===== src/stddef.svh =====
// ########################################
// common level definitions
// active-high and active-low enable levels
// ########################################

`ifndef STDDEF_SVH
`define STDDEF_SVH

// active-high levels
`define Enable		1'b1
`define Disable		1'b0

// active-low levels, used by signals ending in _
`define Enable_		1'b0
`define Disable_	1'b1

`endif


===== src/isa_pkg.sv =====
// ########################################
// instruction set definitions
// widths, opcodes and instruction format
// ########################################

`default_nettype none

package isa_pkg;

	// register data width
	parameter int XLEN = 16;
	// architectural register count
	parameter int NUM_REGS = 8;
	// register index width
	parameter int REG_W = $clog2(NUM_REGS);
	// immediate field width
	parameter int IMM_W = 8;
	// shift amount taken from rs2
	parameter int SHAMT_W = $clog2(XLEN);

	// alu operations
	typedef enum logic [2:0] {
		ADD = 3'd0,
		SUB = 3'd1,
		AND = 3'd2,
		OR  = 3'd3,
		XOR = 3'd4,
		SLL = 3'd5,
		SRL = 3'd6,
		// load of sign-extended imm
		LI  = 3'd7
	} opcode_e;

	// instruction word, 20 bits
	typedef struct packed {
		opcode_e			opcode;
		logic [REG_W-1:0]	rd;
		logic [REG_W-1:0]	rs1;
		logic [REG_W-1:0]	rs2;
		logic [IMM_W-1:0]	imm;
	} instr_t;

endpackage

`default_nettype wire


===== src/pipe_pkg.sv =====
// ########################################
// pipeline stage handoff types
// fetch to exec, and exec to output
// ########################################

`default_nettype none

package pipe_pkg;

	// issued operation with resolved operands
	typedef struct packed {
		isa_pkg::opcode_e				opcode;
		logic [isa_pkg::REG_W-1:0]		rd;
		logic [isa_pkg::XLEN-1:0]		op_a;
		logic [isa_pkg::XLEN-1:0]		op_b;
		// already sign-extended
		logic [isa_pkg::XLEN-1:0]		imm;
	} issue_t;

	// computed result, also the pending writeback
	typedef struct packed {
		logic [isa_pkg::REG_W-1:0]		rd;
		logic [isa_pkg::XLEN-1:0]		data;
	} result_t;

endpackage

`default_nettype wire


===== src/alu_exec.sv =====
// ########################################
// execute stage
// alu, result hold and register writeback
// ########################################

`timescale 1ns/1ps
`default_nettype none

`include "stddef.svh"

module alu_exec (
	input logic								clk,
	input logic								rst,
	// issue from fetch
	input logic								iss_valid,
	output logic							iss_ready,
	input pipe_pkg::issue_t					iss,
	// result output
	output logic							out_valid,
	input logic								out_ready,
	output pipe_pkg::result_t				out_result,
	// held result, seen by fetch for forwarding
	output logic							pend_valid,
	output pipe_pkg::result_t				pend,
	// register file write port
	output logic							rf_wen_,
	output logic [isa_pkg::REG_W-1:0]		rf_waddr,
	output logic [isa_pkg::XLEN-1:0]		rf_wdata
);

	logic							res_valid_q;
	pipe_pkg::result_t				res_q;

	logic							iss_xfer;
	logic							out_xfer;
	logic [isa_pkg::XLEN-1:0]		alu_out;
	logic [isa_pkg::SHAMT_W-1:0]	shamt;

	assign iss_xfer = iss_valid && iss_ready;
	assign out_xfer = res_valid_q && out_ready;

	// empty, or the held result drains this edge
	assign iss_ready = !res_valid_q || out_ready;

	// shifts use the low bits of rs2
	assign shamt = iss.op_b[isa_pkg::SHAMT_W-1:0];

	always_comb begin
		case (iss.opcode)
			isa_pkg::ADD: alu_out = iss.op_a + iss.op_b;
			isa_pkg::SUB: alu_out = iss.op_a - iss.op_b;
			isa_pkg::AND: alu_out = iss.op_a & iss.op_b;
			isa_pkg::OR:  alu_out = iss.op_a | iss.op_b;
			isa_pkg::XOR: alu_out = iss.op_a ^ iss.op_b;
			isa_pkg::SLL: alu_out = iss.op_a << shamt;
			// logical, zero fill
			isa_pkg::SRL: alu_out = iss.op_a >> shamt;
			isa_pkg::LI:  alu_out = iss.imm;
			default:      alu_out = '0;
		endcase
	end

	always_ff @(posedge clk) begin
		if (rst) begin
			res_valid_q <= 1'b0;
		end else if (iss_xfer) begin
			res_valid_q <= 1'b1;
		end else if (out_xfer) begin
			res_valid_q <= 1'b0;
		end
	end

	// result payload
	always_ff @(posedge clk) begin
		if (iss_xfer) begin
			res_q.rd <= iss.rd;
			res_q.data <= alu_out;
		end
	end

	assign out_valid = res_valid_q;
	assign out_result = res_q;
	assign pend_valid = res_valid_q;
	assign pend = res_q;

	// commit only when the output is taken
	assign rf_wen_ = out_xfer ? `Enable_ : `Disable_;
	assign rf_waddr = res_q.rd;
	assign rf_wdata = res_q.data;

endmodule

`default_nettype wire


===== src/operand_fetch.sv =====
// ########################################
// operand fetch stage
// reads sources, forwards the pending write
// holds one issued operation for exec
// ########################################

`timescale 1ns/1ps
`default_nettype none

module operand_fetch (
	input logic										clk,
	input logic										rst,
	// instruction input
	input logic										in_valid,
	output logic									in_ready,
	input isa_pkg::instr_t							in_instr,
	// register file read ports 0 and 1
	output logic [1:0]								rf_en_,
	output logic [1:0][isa_pkg::REG_W-1:0]			rf_addr,
	input logic [1:0][isa_pkg::XLEN-1:0]			rf_rdata,
	// result held in exec, not yet in ram
	input logic										pend_valid,
	input pipe_pkg::result_t						pend,
	// issue to exec
	output logic									iss_valid,
	input logic										iss_ready,
	output pipe_pkg::issue_t						iss
);

	logic							iss_valid_q;
	pipe_pkg::issue_t				iss_q;
	// source indices of the held operation
	logic [isa_pkg::REG_W-1:0]		rs1_q;
	logic [isa_pkg::REG_W-1:0]		rs2_q;

	logic							in_xfer;
	logic							iss_xfer;
	logic [isa_pkg::XLEN-1:0]		fwd_a;
	logic [isa_pkg::XLEN-1:0]		fwd_b;
	logic [isa_pkg::XLEN-1:0]		imm_ext;

	assign in_xfer = in_valid && in_ready;
	assign iss_xfer = iss_valid_q && iss_ready;

	// free slot, or the held op leaves this edge
	assign in_ready = !iss_valid_q || iss_ready;

	// read both sources while an instruction is offered
	assign rf_en_ = {2{~in_valid}};
	assign rf_addr[0] = in_instr.rs1;
	assign rf_addr[1] = in_instr.rs2;

	// exec result overrides a stale ram value
	assign fwd_a = (pend_valid && (pend.rd == in_instr.rs1)) ? pend.data : rf_rdata[0];
	assign fwd_b = (pend_valid && (pend.rd == in_instr.rs2)) ? pend.data : rf_rdata[1];

	assign imm_ext = {{(isa_pkg::XLEN - isa_pkg::IMM_W){in_instr.imm[isa_pkg::IMM_W-1]}},
		in_instr.imm};

	always_ff @(posedge clk) begin
		if (rst) begin
			iss_valid_q <= 1'b0;
		end else if (in_xfer) begin
			iss_valid_q <= 1'b1;
		end else if (iss_xfer) begin
			iss_valid_q <= 1'b0;
		end
	end

	// payload, no reset
	always_ff @(posedge clk) begin
		if (in_xfer) begin
			iss_q.opcode <= in_instr.opcode;
			iss_q.rd <= in_instr.rd;
			iss_q.op_a <= fwd_a;
			iss_q.op_b <= fwd_b;
			iss_q.imm <= imm_ext;
			rs1_q <= in_instr.rs1;
			rs2_q <= in_instr.rs2;
		end
	end

	// the op issued just ahead was still in this stage at read time
	// its result shows up on pend once it sits in exec
	always_comb begin
		iss = iss_q;
		if (pend_valid && (pend.rd == rs1_q)) begin
			iss.op_a = pend.data;
		end
		if (pend_valid && (pend.rd == rs2_q)) begin
			iss.op_b = pend.data;
		end
	end

	assign iss_valid = iss_valid_q;

endmodule

`default_nettype wire


===== src/ram.sv =====
// ########################################
// flip-flop ram with shared r/w ports
// active-low enable and r/w select per port
// optional registered read data
// ########################################

`timescale 1ns/1ps
`default_nettype none

`include "stddef.svh"

module ram #(
	parameter int DATA = 16,
	parameter int DEPTH = 4,
	parameter int PORT = 1,
	parameter bit OUTREG = `Disable,
	// address width follows depth
	localparam int ADDR = $clog2(DEPTH)
)(
	input logic							clk,
	input logic							rst,
	// access enable, active low
	input logic [PORT-1:0]				en_,
	// high reads, low writes
	input logic [PORT-1:0]				rw_,
	input logic [PORT-1:0][ADDR-1:0]	addr,
	input logic [PORT-1:0][DATA-1:0]	wdata,
	output logic [PORT-1:0][DATA-1:0]	rdata
);

	// per-port strobes, active low
	logic [PORT-1:0]	ren_;
	logic [PORT-1:0]	wen_;

	// storage array
	logic [DATA-1:0]	mem [DEPTH];

	assign ren_ = ~rw_ | en_;
	assign wen_ = rw_ | en_;

	generate
		if (OUTREG) begin : g_outreg
			// read data one cycle after the address
			always_ff @(posedge clk) begin
				if (rst == `Enable) begin
					rdata <= '0;
				end else begin
					for (int i = 0; i < PORT; i++) begin
						if (ren_[i] == `Enable_) begin
							rdata[i] <= mem[addr[i]];
						end else begin
							rdata[i] <= '0;
						end
					end
				end
			end
		end else begin : g_comb
			// same-cycle read, idle port gives zero
			always_comb begin
				for (int i = 0; i < PORT; i++) begin
					if (ren_[i] == `Enable_) begin
						rdata[i] = mem[addr[i]];
					end else begin
						rdata[i] = '0;
					end
				end
			end
		end
	endgenerate

	// writes, higher port wins on a shared address
	always_ff @(posedge clk) begin
		if (rst == `Enable) begin
			for (int j = 0; j < DEPTH; j++) begin
				mem[j] <= '0;
			end
		end else begin
			for (int i = 0; i < PORT; i++) begin
				if (wen_[i] == `Enable_) begin
					mem[addr[i]] <= wdata[i];
				end
			end
		end
	end

endmodule

`default_nettype wire


===== src/regfile_alu.sv =====
// ########################################
// register file alu datapath, top level
// fetch and exec around a three-port ram
// ########################################

`timescale 1ns/1ps
`default_nettype none

module regfile_alu (
	input logic						clk,
	input logic						rst,
	// instruction input
	input logic						in_valid,
	output logic					in_ready,
	input isa_pkg::instr_t			in_instr,
	// result output
	output logic					out_valid,
	input logic						out_ready,
	output pipe_pkg::result_t		out_result
);

	// ram port bundle, 0 and 1 read, 2 writes
	logic [2:0]								rf_en_;
	logic [2:0]								rf_rw_;
	logic [2:0][isa_pkg::REG_W-1:0]			rf_addr;
	logic [2:0][isa_pkg::XLEN-1:0]			rf_wdata;
	logic [2:0][isa_pkg::XLEN-1:0]			rf_rdata;

	// fetch side read ports
	logic [1:0]								rd_en_;
	logic [1:0][isa_pkg::REG_W-1:0]			rd_addr;

	// exec side write port
	logic									wr_en_;
	logic [isa_pkg::REG_W-1:0]				wr_addr;
	logic [isa_pkg::XLEN-1:0]				wr_data;

	// stage handoff
	logic									iss_valid;
	logic									iss_ready;
	pipe_pkg::issue_t						iss;
	logic									pend_valid;
	pipe_pkg::result_t						pend;

	assign rf_en_ = {wr_en_, rd_en_};
	// rw_ high reads, low writes
	assign rf_rw_ = 3'b011;
	assign rf_addr = {wr_addr, rd_addr};
	// read ports carry no write data
	assign rf_wdata = {wr_data, {(2 * isa_pkg::XLEN){1'b0}}};

	// output register off, reads same cycle
	ram #(
		.DATA	(isa_pkg::XLEN),
		.DEPTH	(isa_pkg::NUM_REGS),
		.PORT	(3),
		.OUTREG	(1'b0)
	) u_ram (
		.clk	(clk),
		.rst	(rst),
		.en_	(rf_en_),
		.rw_	(rf_rw_),
		.addr	(rf_addr),
		.wdata	(rf_wdata),
		.rdata	(rf_rdata)
	);

	operand_fetch u_fetch (
		.clk		(clk),
		.rst		(rst),
		.in_valid	(in_valid),
		.in_ready	(in_ready),
		.in_instr	(in_instr),
		.rf_en_		(rd_en_),
		.rf_addr	(rd_addr),
		.rf_rdata	(rf_rdata[1:0]),
		.pend_valid	(pend_valid),
		.pend		(pend),
		.iss_valid	(iss_valid),
		.iss_ready	(iss_ready),
		.iss		(iss)
	);

	alu_exec u_exec (
		.clk		(clk),
		.rst		(rst),
		.iss_valid	(iss_valid),
		.iss_ready	(iss_ready),
		.iss		(iss),
		.out_valid	(out_valid),
		.out_ready	(out_ready),
		.out_result	(out_result),
		.pend_valid	(pend_valid),
		.pend		(pend),
		.rf_wen_	(wr_en_),
		.rf_waddr	(wr_addr),
		.rf_wdata	(wr_data)
	);

endmodule

`default_nettype wire


===== config.mk =====
export PLATFORM = sky130hd
export DESIGN_NAME = regfile_alu
export DESIGN_NICKNAME = d
export VERILOG_FILES = /design/src/isa_pkg.sv /design/src/pipe_pkg.sv /design/src/alu_exec.sv /design/src/operand_fetch.sv /design/src/ram.sv /design/src/regfile_alu.sv
export VERILOG_INCLUDE_DIRS = /design/src
export SDC_FILE = /design/constraint.sdc
export NUM_CORES = 1
export LEC_CHECK = 0
export BUFFER_PORTS_ARGS = -buffer_cell sky130_fd_sc_hd__buf_4
export CORE_MARGIN = 4
export CORE_UTILIZATION = 45
export DETAILED_ROUTE_END_ITERATION = 16
export SETUP_SLACK_MARGIN = 0.2
export SLEW_MARGIN = 20
export SYNTH_ARGS = -nofsm -noshare
export SYNTH_HDL_FRONTEND = slang
export SYNTH_SLANG_ARGS = --single-unit

===== constraint.sdc =====
create_clock -name clk -period 5.2 [get_ports clk]
set_clock_uncertainty 0.05 [all_clocks]
set_input_delay 1.56 -clock clk [delete_from_list [all_inputs] [get_ports clk]]
set_output_delay 1.56 -clock clk [all_outputs]
set_load 0.03 [all_outputs]

# Word-level counts from Yosys, hierarchy flattened
# Memories as Yosys holds them, arrays and structs flattened.
# Cells that the tools add are included.
# word_totals
memories	1
ram_bits	128
register_bits	73
# memory_table
memory	words	word_bits	read_ports	rd_clocked_by_memory_dff	wr	line_no	source
u_ram.mem	8	16	2	0	8	ram.sv:36	logic [DATA-1:0] mem [DEPTH];
# op_classes
eq_ne	11
bitwise	3
muxes	19
add_sub_neg	2
shifts	2
reduce_logical	15
# ops
op	count
16-bit case mux with 8 select lines	1
16-bit 2-to-1 mux	7
16-bit adder	1
16-bit bitwise AND	1
16-bit bitwise OR	1
16-bit OR reduction	1
16-bit by 4-bit << shifter with 16-bit output	1
16-bit by 4-bit right shift with 16-bit output	1
16-bit subtractor	1
16-bit bitwise XOR	1
3-bit == test	4
3-bit == test (second input constant)	4
1-bit 2-to-1 mux	10
1-bit logical AND	7
3-bit by 2-bit == test with 1-bit output (second input constant)	2
2-bit nonzero test	2
3-bit by 1-bit == test with 1-bit output (second input constant)	1
3-bit logical NOT	1
3-bit 2-to-1 mux	1
1-bit logical NOT	2
1-bit logical OR	2

# Longest topological paths before layout
# depth
ltp_word	6
ltp_mapped	20
ltp_nobuf	17

# Cells and area by module
# From an unflattened synthesis, not the netlist that was laid out.
# hier_totals
cells_unflattened	1710
hier_area_um2	17535.6
# modules_own_cells
mod	area_per_inst_um2	cells_each	instances
ram	10133.5	960	1
alu_exec	4365.4	575	1
operand_fetch	3029.2	173	1
regfile_alu	7.5	2	1

# Least setup slack after synthesis
# Ideal clock, no wire load.
# synth_timing
kind	flip-flop to flip-flop
from	reg u_exec.res_q, in the netlist u_exec.rf_waddr[2]
to	reg u_exec.res_q, in the netlist u_exec.rf_wdata[14] (data pin)
stages_incl_launch_ff	19
path_buffers	3
period_less_slack_ns	4.834
slack_ns	0.366
arrival_ns	4.513
path_cell_list	edfxtp_1 > buf_6 > xnor2_2 > nand4_4 > mux2i_1 > buf_2 > clkbuf_1 > ha_1 > a31oi_1 > xnor2_1 > ha_1 > a2111oi_0 > o21ai_0 > a21boi_0 > o21ai_0 > a2111oi_0 > nor3_1 > xnor2_1 > o221ai_1
# synth_between
elab_chain_cells	5
elab_cells_between_ends	14
# synth_rtl
element	line_no	source
from (decl)	alu_exec.sv:32	pipe_pkg::result_t res_q;
3-bit == test (on tied branches)	operand_fetch.sv:87, operand_fetch.sv:90	
1-bit logical AND (on tied branches)	operand_fetch.sv:87, operand_fetch.sv:90	
16-bit 2-to-1 mux (on tied branches)	operand_fetch.sv:87, operand_fetch.sv:90	
16-bit subtractor (tied with other cells)	alu_exec.sv:51	isa_pkg::SUB: alu_out = iss.op_a - iss.op_b;
16-bit case mux with 8 select lines *	alu_exec.sv:49	case (iss.opcode)
named net u_exec.alu_out, one bit	alu_exec.sv:36	logic [isa_pkg::XLEN-1:0] alu_out;
# The timed path passes the listed nets; every way through them passes the cells marked *.
# A chain may end at the register's enable or synchronous reset.

# Final worst setup path
# Same ends and word-level chain as after synthesis.

==> flow_summary.toml <==
[setup_path]
end_kind = "flop"
start_kind = "flop"
critPathRequiredTime_ps = 5420
worstPathArrival_ps = 4780
critPathKind = "flop to flop"
critPathMaxFanout = 4

[yosys]
yosys.area.top_type = "edfxtp_1"
yosysMostFrequentCell = "edfxtp_1"
synth_edf_count = 199
synthFlopType = "edfxtp_1"
ys_seq_area_share_pct = 45.07
async_reset_ff_share_pct = 0
synth_cell_types = 59
synth.area.top_cells = "edfxtp_1 (45%), mux4_2 (11%), mux2i_1 (7.1%)"
synth_seq_cells = 201
yosysWarnings = 0
synthesis.instances = 1158
syn_area_um2 = 13350
synth_top_cell_area_share_pct = 44.77
syn_nets = 1231
yosys-top-cells-count = "edfxtp_1 (199), and2_1 (132), nand2_1 (104)"
synth.avg_cell_area_um2 = 11.53

[drt]
wl_per_cell_um = 23.81
drt_iter0_markers = 861
dr.pass1.iters = 5
drt_wl_total_um = 37810
num_vias = 9415
postRouteAntennaNets = 0
viasPerCell = 5.929
drc = 0

[sta]
finalMaxSlewViolations = 0
max-slew-margin-rel_pct = 49.88
fin_crit_ps = 4567
grt_setup_unrepaired = "false"
tns_ps = 0
max_freq_mhz = 219.0
fin_crit_sh_pct = 87.82
tightest_slew_ps = 730.9
setup_viol = 0
hold_viol = 0

[floorplanning]
start_util_pct = 46.01
fp.dieW_um = 180.2
design.portCount = 45
core_um2 = 29010
die_h_um = 180.2
die_area_um2 = 32480
rows = 62

[placed_design]
io_buffers = 44
dp_hpwl_um = 25660
place.gp.congestion = 0.9603
dp_cells = 1542

[power_and_ir_drop]
power_density_nw_per_um2 = 295.0
peakVddDrop_v = 0.0002814
p_leak_nw = 5.899

[clock_network]
htree_levels = 1
ctsHoldBuffers = 0
clkTransAtPathRegs_ps = 70
cts_tree = "yes"
clock-sinks = 201
tritoncts.num_buffers = 23
cts_root_buf = "clkbuf_16"
clk_latency_ps = 530
cts_buffer_depth = 3

[flow_run]
maxCapViolations = 0

[global_route]
first_global_vias = 9305
grt_overflow = 0
grt_usage_pct = 22.69
antenna_found_initial = 0
grt_max_degree = 42
grt_pass1_wl_um = 57560

[layout]
final_cells = 1588
final_nets = 1262
antenna_cells = 0
syn_to_final_growth_pct = 11.58
drive_gt1_share_pct = 18.85
fillCellCount = 2552

[run_status]
status = "finished clean"

[hold_path]
worstHoldPathType = "flop to flop"
==> final cells by class <==
class	instances	area, µm²	share of cell area [%]
clock buffer	31	605.6	4.066
multi-input combinational	829	6845	45.96
clock inverter	9	90.09	0.6049
timing repair buffer	93	701.9	4.713
inverter	41	153.9	1.033
tap	384	480.5	3.226
sequential	201	6016	40.39
==> final timing paths <==
kind	from	endpoint	slack, ps	cells after the start
hold reg to reg	u_fetch.iss[48]	u_exec.rf_waddr[0]	370	0
hold / removal	u_fetch.iss[48]	u_exec.rf_waddr[0]	370	0
setup / recovery	u_exec.rf_waddr[2]	u_exec.rf_wdata[14]	630	15
setup reg to reg	u_exec.rf_waddr[2]	u_exec.rf_wdata[14]	630	15
==> cell usage in the layout (no fill, tap or decap), drive strengths merged, types with 5 or more instances in the layout <==
cell type  synthesis  final
mux2               6      6
xnor2             29     29
clkbuf            62     31
o21ai             61     61
nor2              48     48
a21oi             45     45
nand2b            11     11
xor2              12     12
a32oi              5      5
nor2b              9      9
nand2            104    104
edfxtp           199    199
inv               41     44
mux4              66     66
buf               25     93
a31oi             14     14
a21o               5      5
nand3             18     18
nor3              22     22
and2             132    132
or2                9      9
a22oi              8      8
ha                48     48
mux2i            104    104
o211ai            17     17
a221oi             6      6
==> flip-flops by register name, summed over array words and instances (netlist names), 3 cells and up <==
name,count
u_exec.rf_waddr,3
u_fetch.rs2_q,3
u_exec.rf_wdata,16
u_ram.mem,128
u_fetch.iss,14
u_fetch.rs1_q,3
u_fetch.iss_q,32
==> power by group <==
part	switching [mW]	internal (mW)	leakage, nW
Clock	0.661	0.873	0.332
Sequential	0.0819	1.87	2.04
Combinational	0.538	0.365	3.53
Total	1.28	3.11	5.90
==> per-layer routing <==
metal | share of wire [%] | GRT usage [%]
met2 | 48 | 37.63
met5 | 0 | 0
met3 | 5.5 | 2.887
met4 | 2.7 | 5.898
met1 | 44 | 31.91
==> kinds of logic (layout without fill, tap and decap cells) <==
logic type | after synthesis | in the layout | synth area share, %
fa+ha+maj | 49 | 49 | 4.649
simple gates | 370 | 370 | 14.40
flops | 201 | 201 | 45.07
mux | 176 | 176 | 19.76
compound gates | 193 | 193 | 9.065
buf+inv | 128 | 174 | 3.946
xor+xnor | 41 | 41 | 3.112
==> repair_timing <==
action                                  4_1_cts  5_1_grt
endpoints found under the hold margin         0        0
gates resized for setup                       0        2
endpoints found under the setup margin        0        1
buffers inserted                              0        6
==> stage by stage <==
stage          hold WS (ps)  instance area [µm²]  power, mW  setup WS, ps  utilization (%)
2_1_floorplan         350.3                13350      2.588         366.1                -
3_3_place_gp          368.8                14150      2.873         447.3            48.76
3_5_place_dp          361.4                14150      2.871         336.3            48.76
4_1_cts               372.1                14840      4.401         311.2            51.16
5_1_grt               377.6                14890      4.578         334.9            51.33
6_report              369.1                14890      4.393         633.3            51.33
==> critical path, cell delays in order, from the launching register on <==
cell and delay [ps]:
edfxtp_1 500, xnor2_2 220, nand4_4 220, mux2i_4 270, ha_1 290, a31oi_1 180
xnor2_1 90, ha_1 360, a2111oi_1 520, o21ai_0 290, a21boi_0 300, o21ai_0 170
a2111oi_0 440, nor3_1 130, xnor2_1 170, o221ai_1 130
Power figures use the tool's default switching activity.
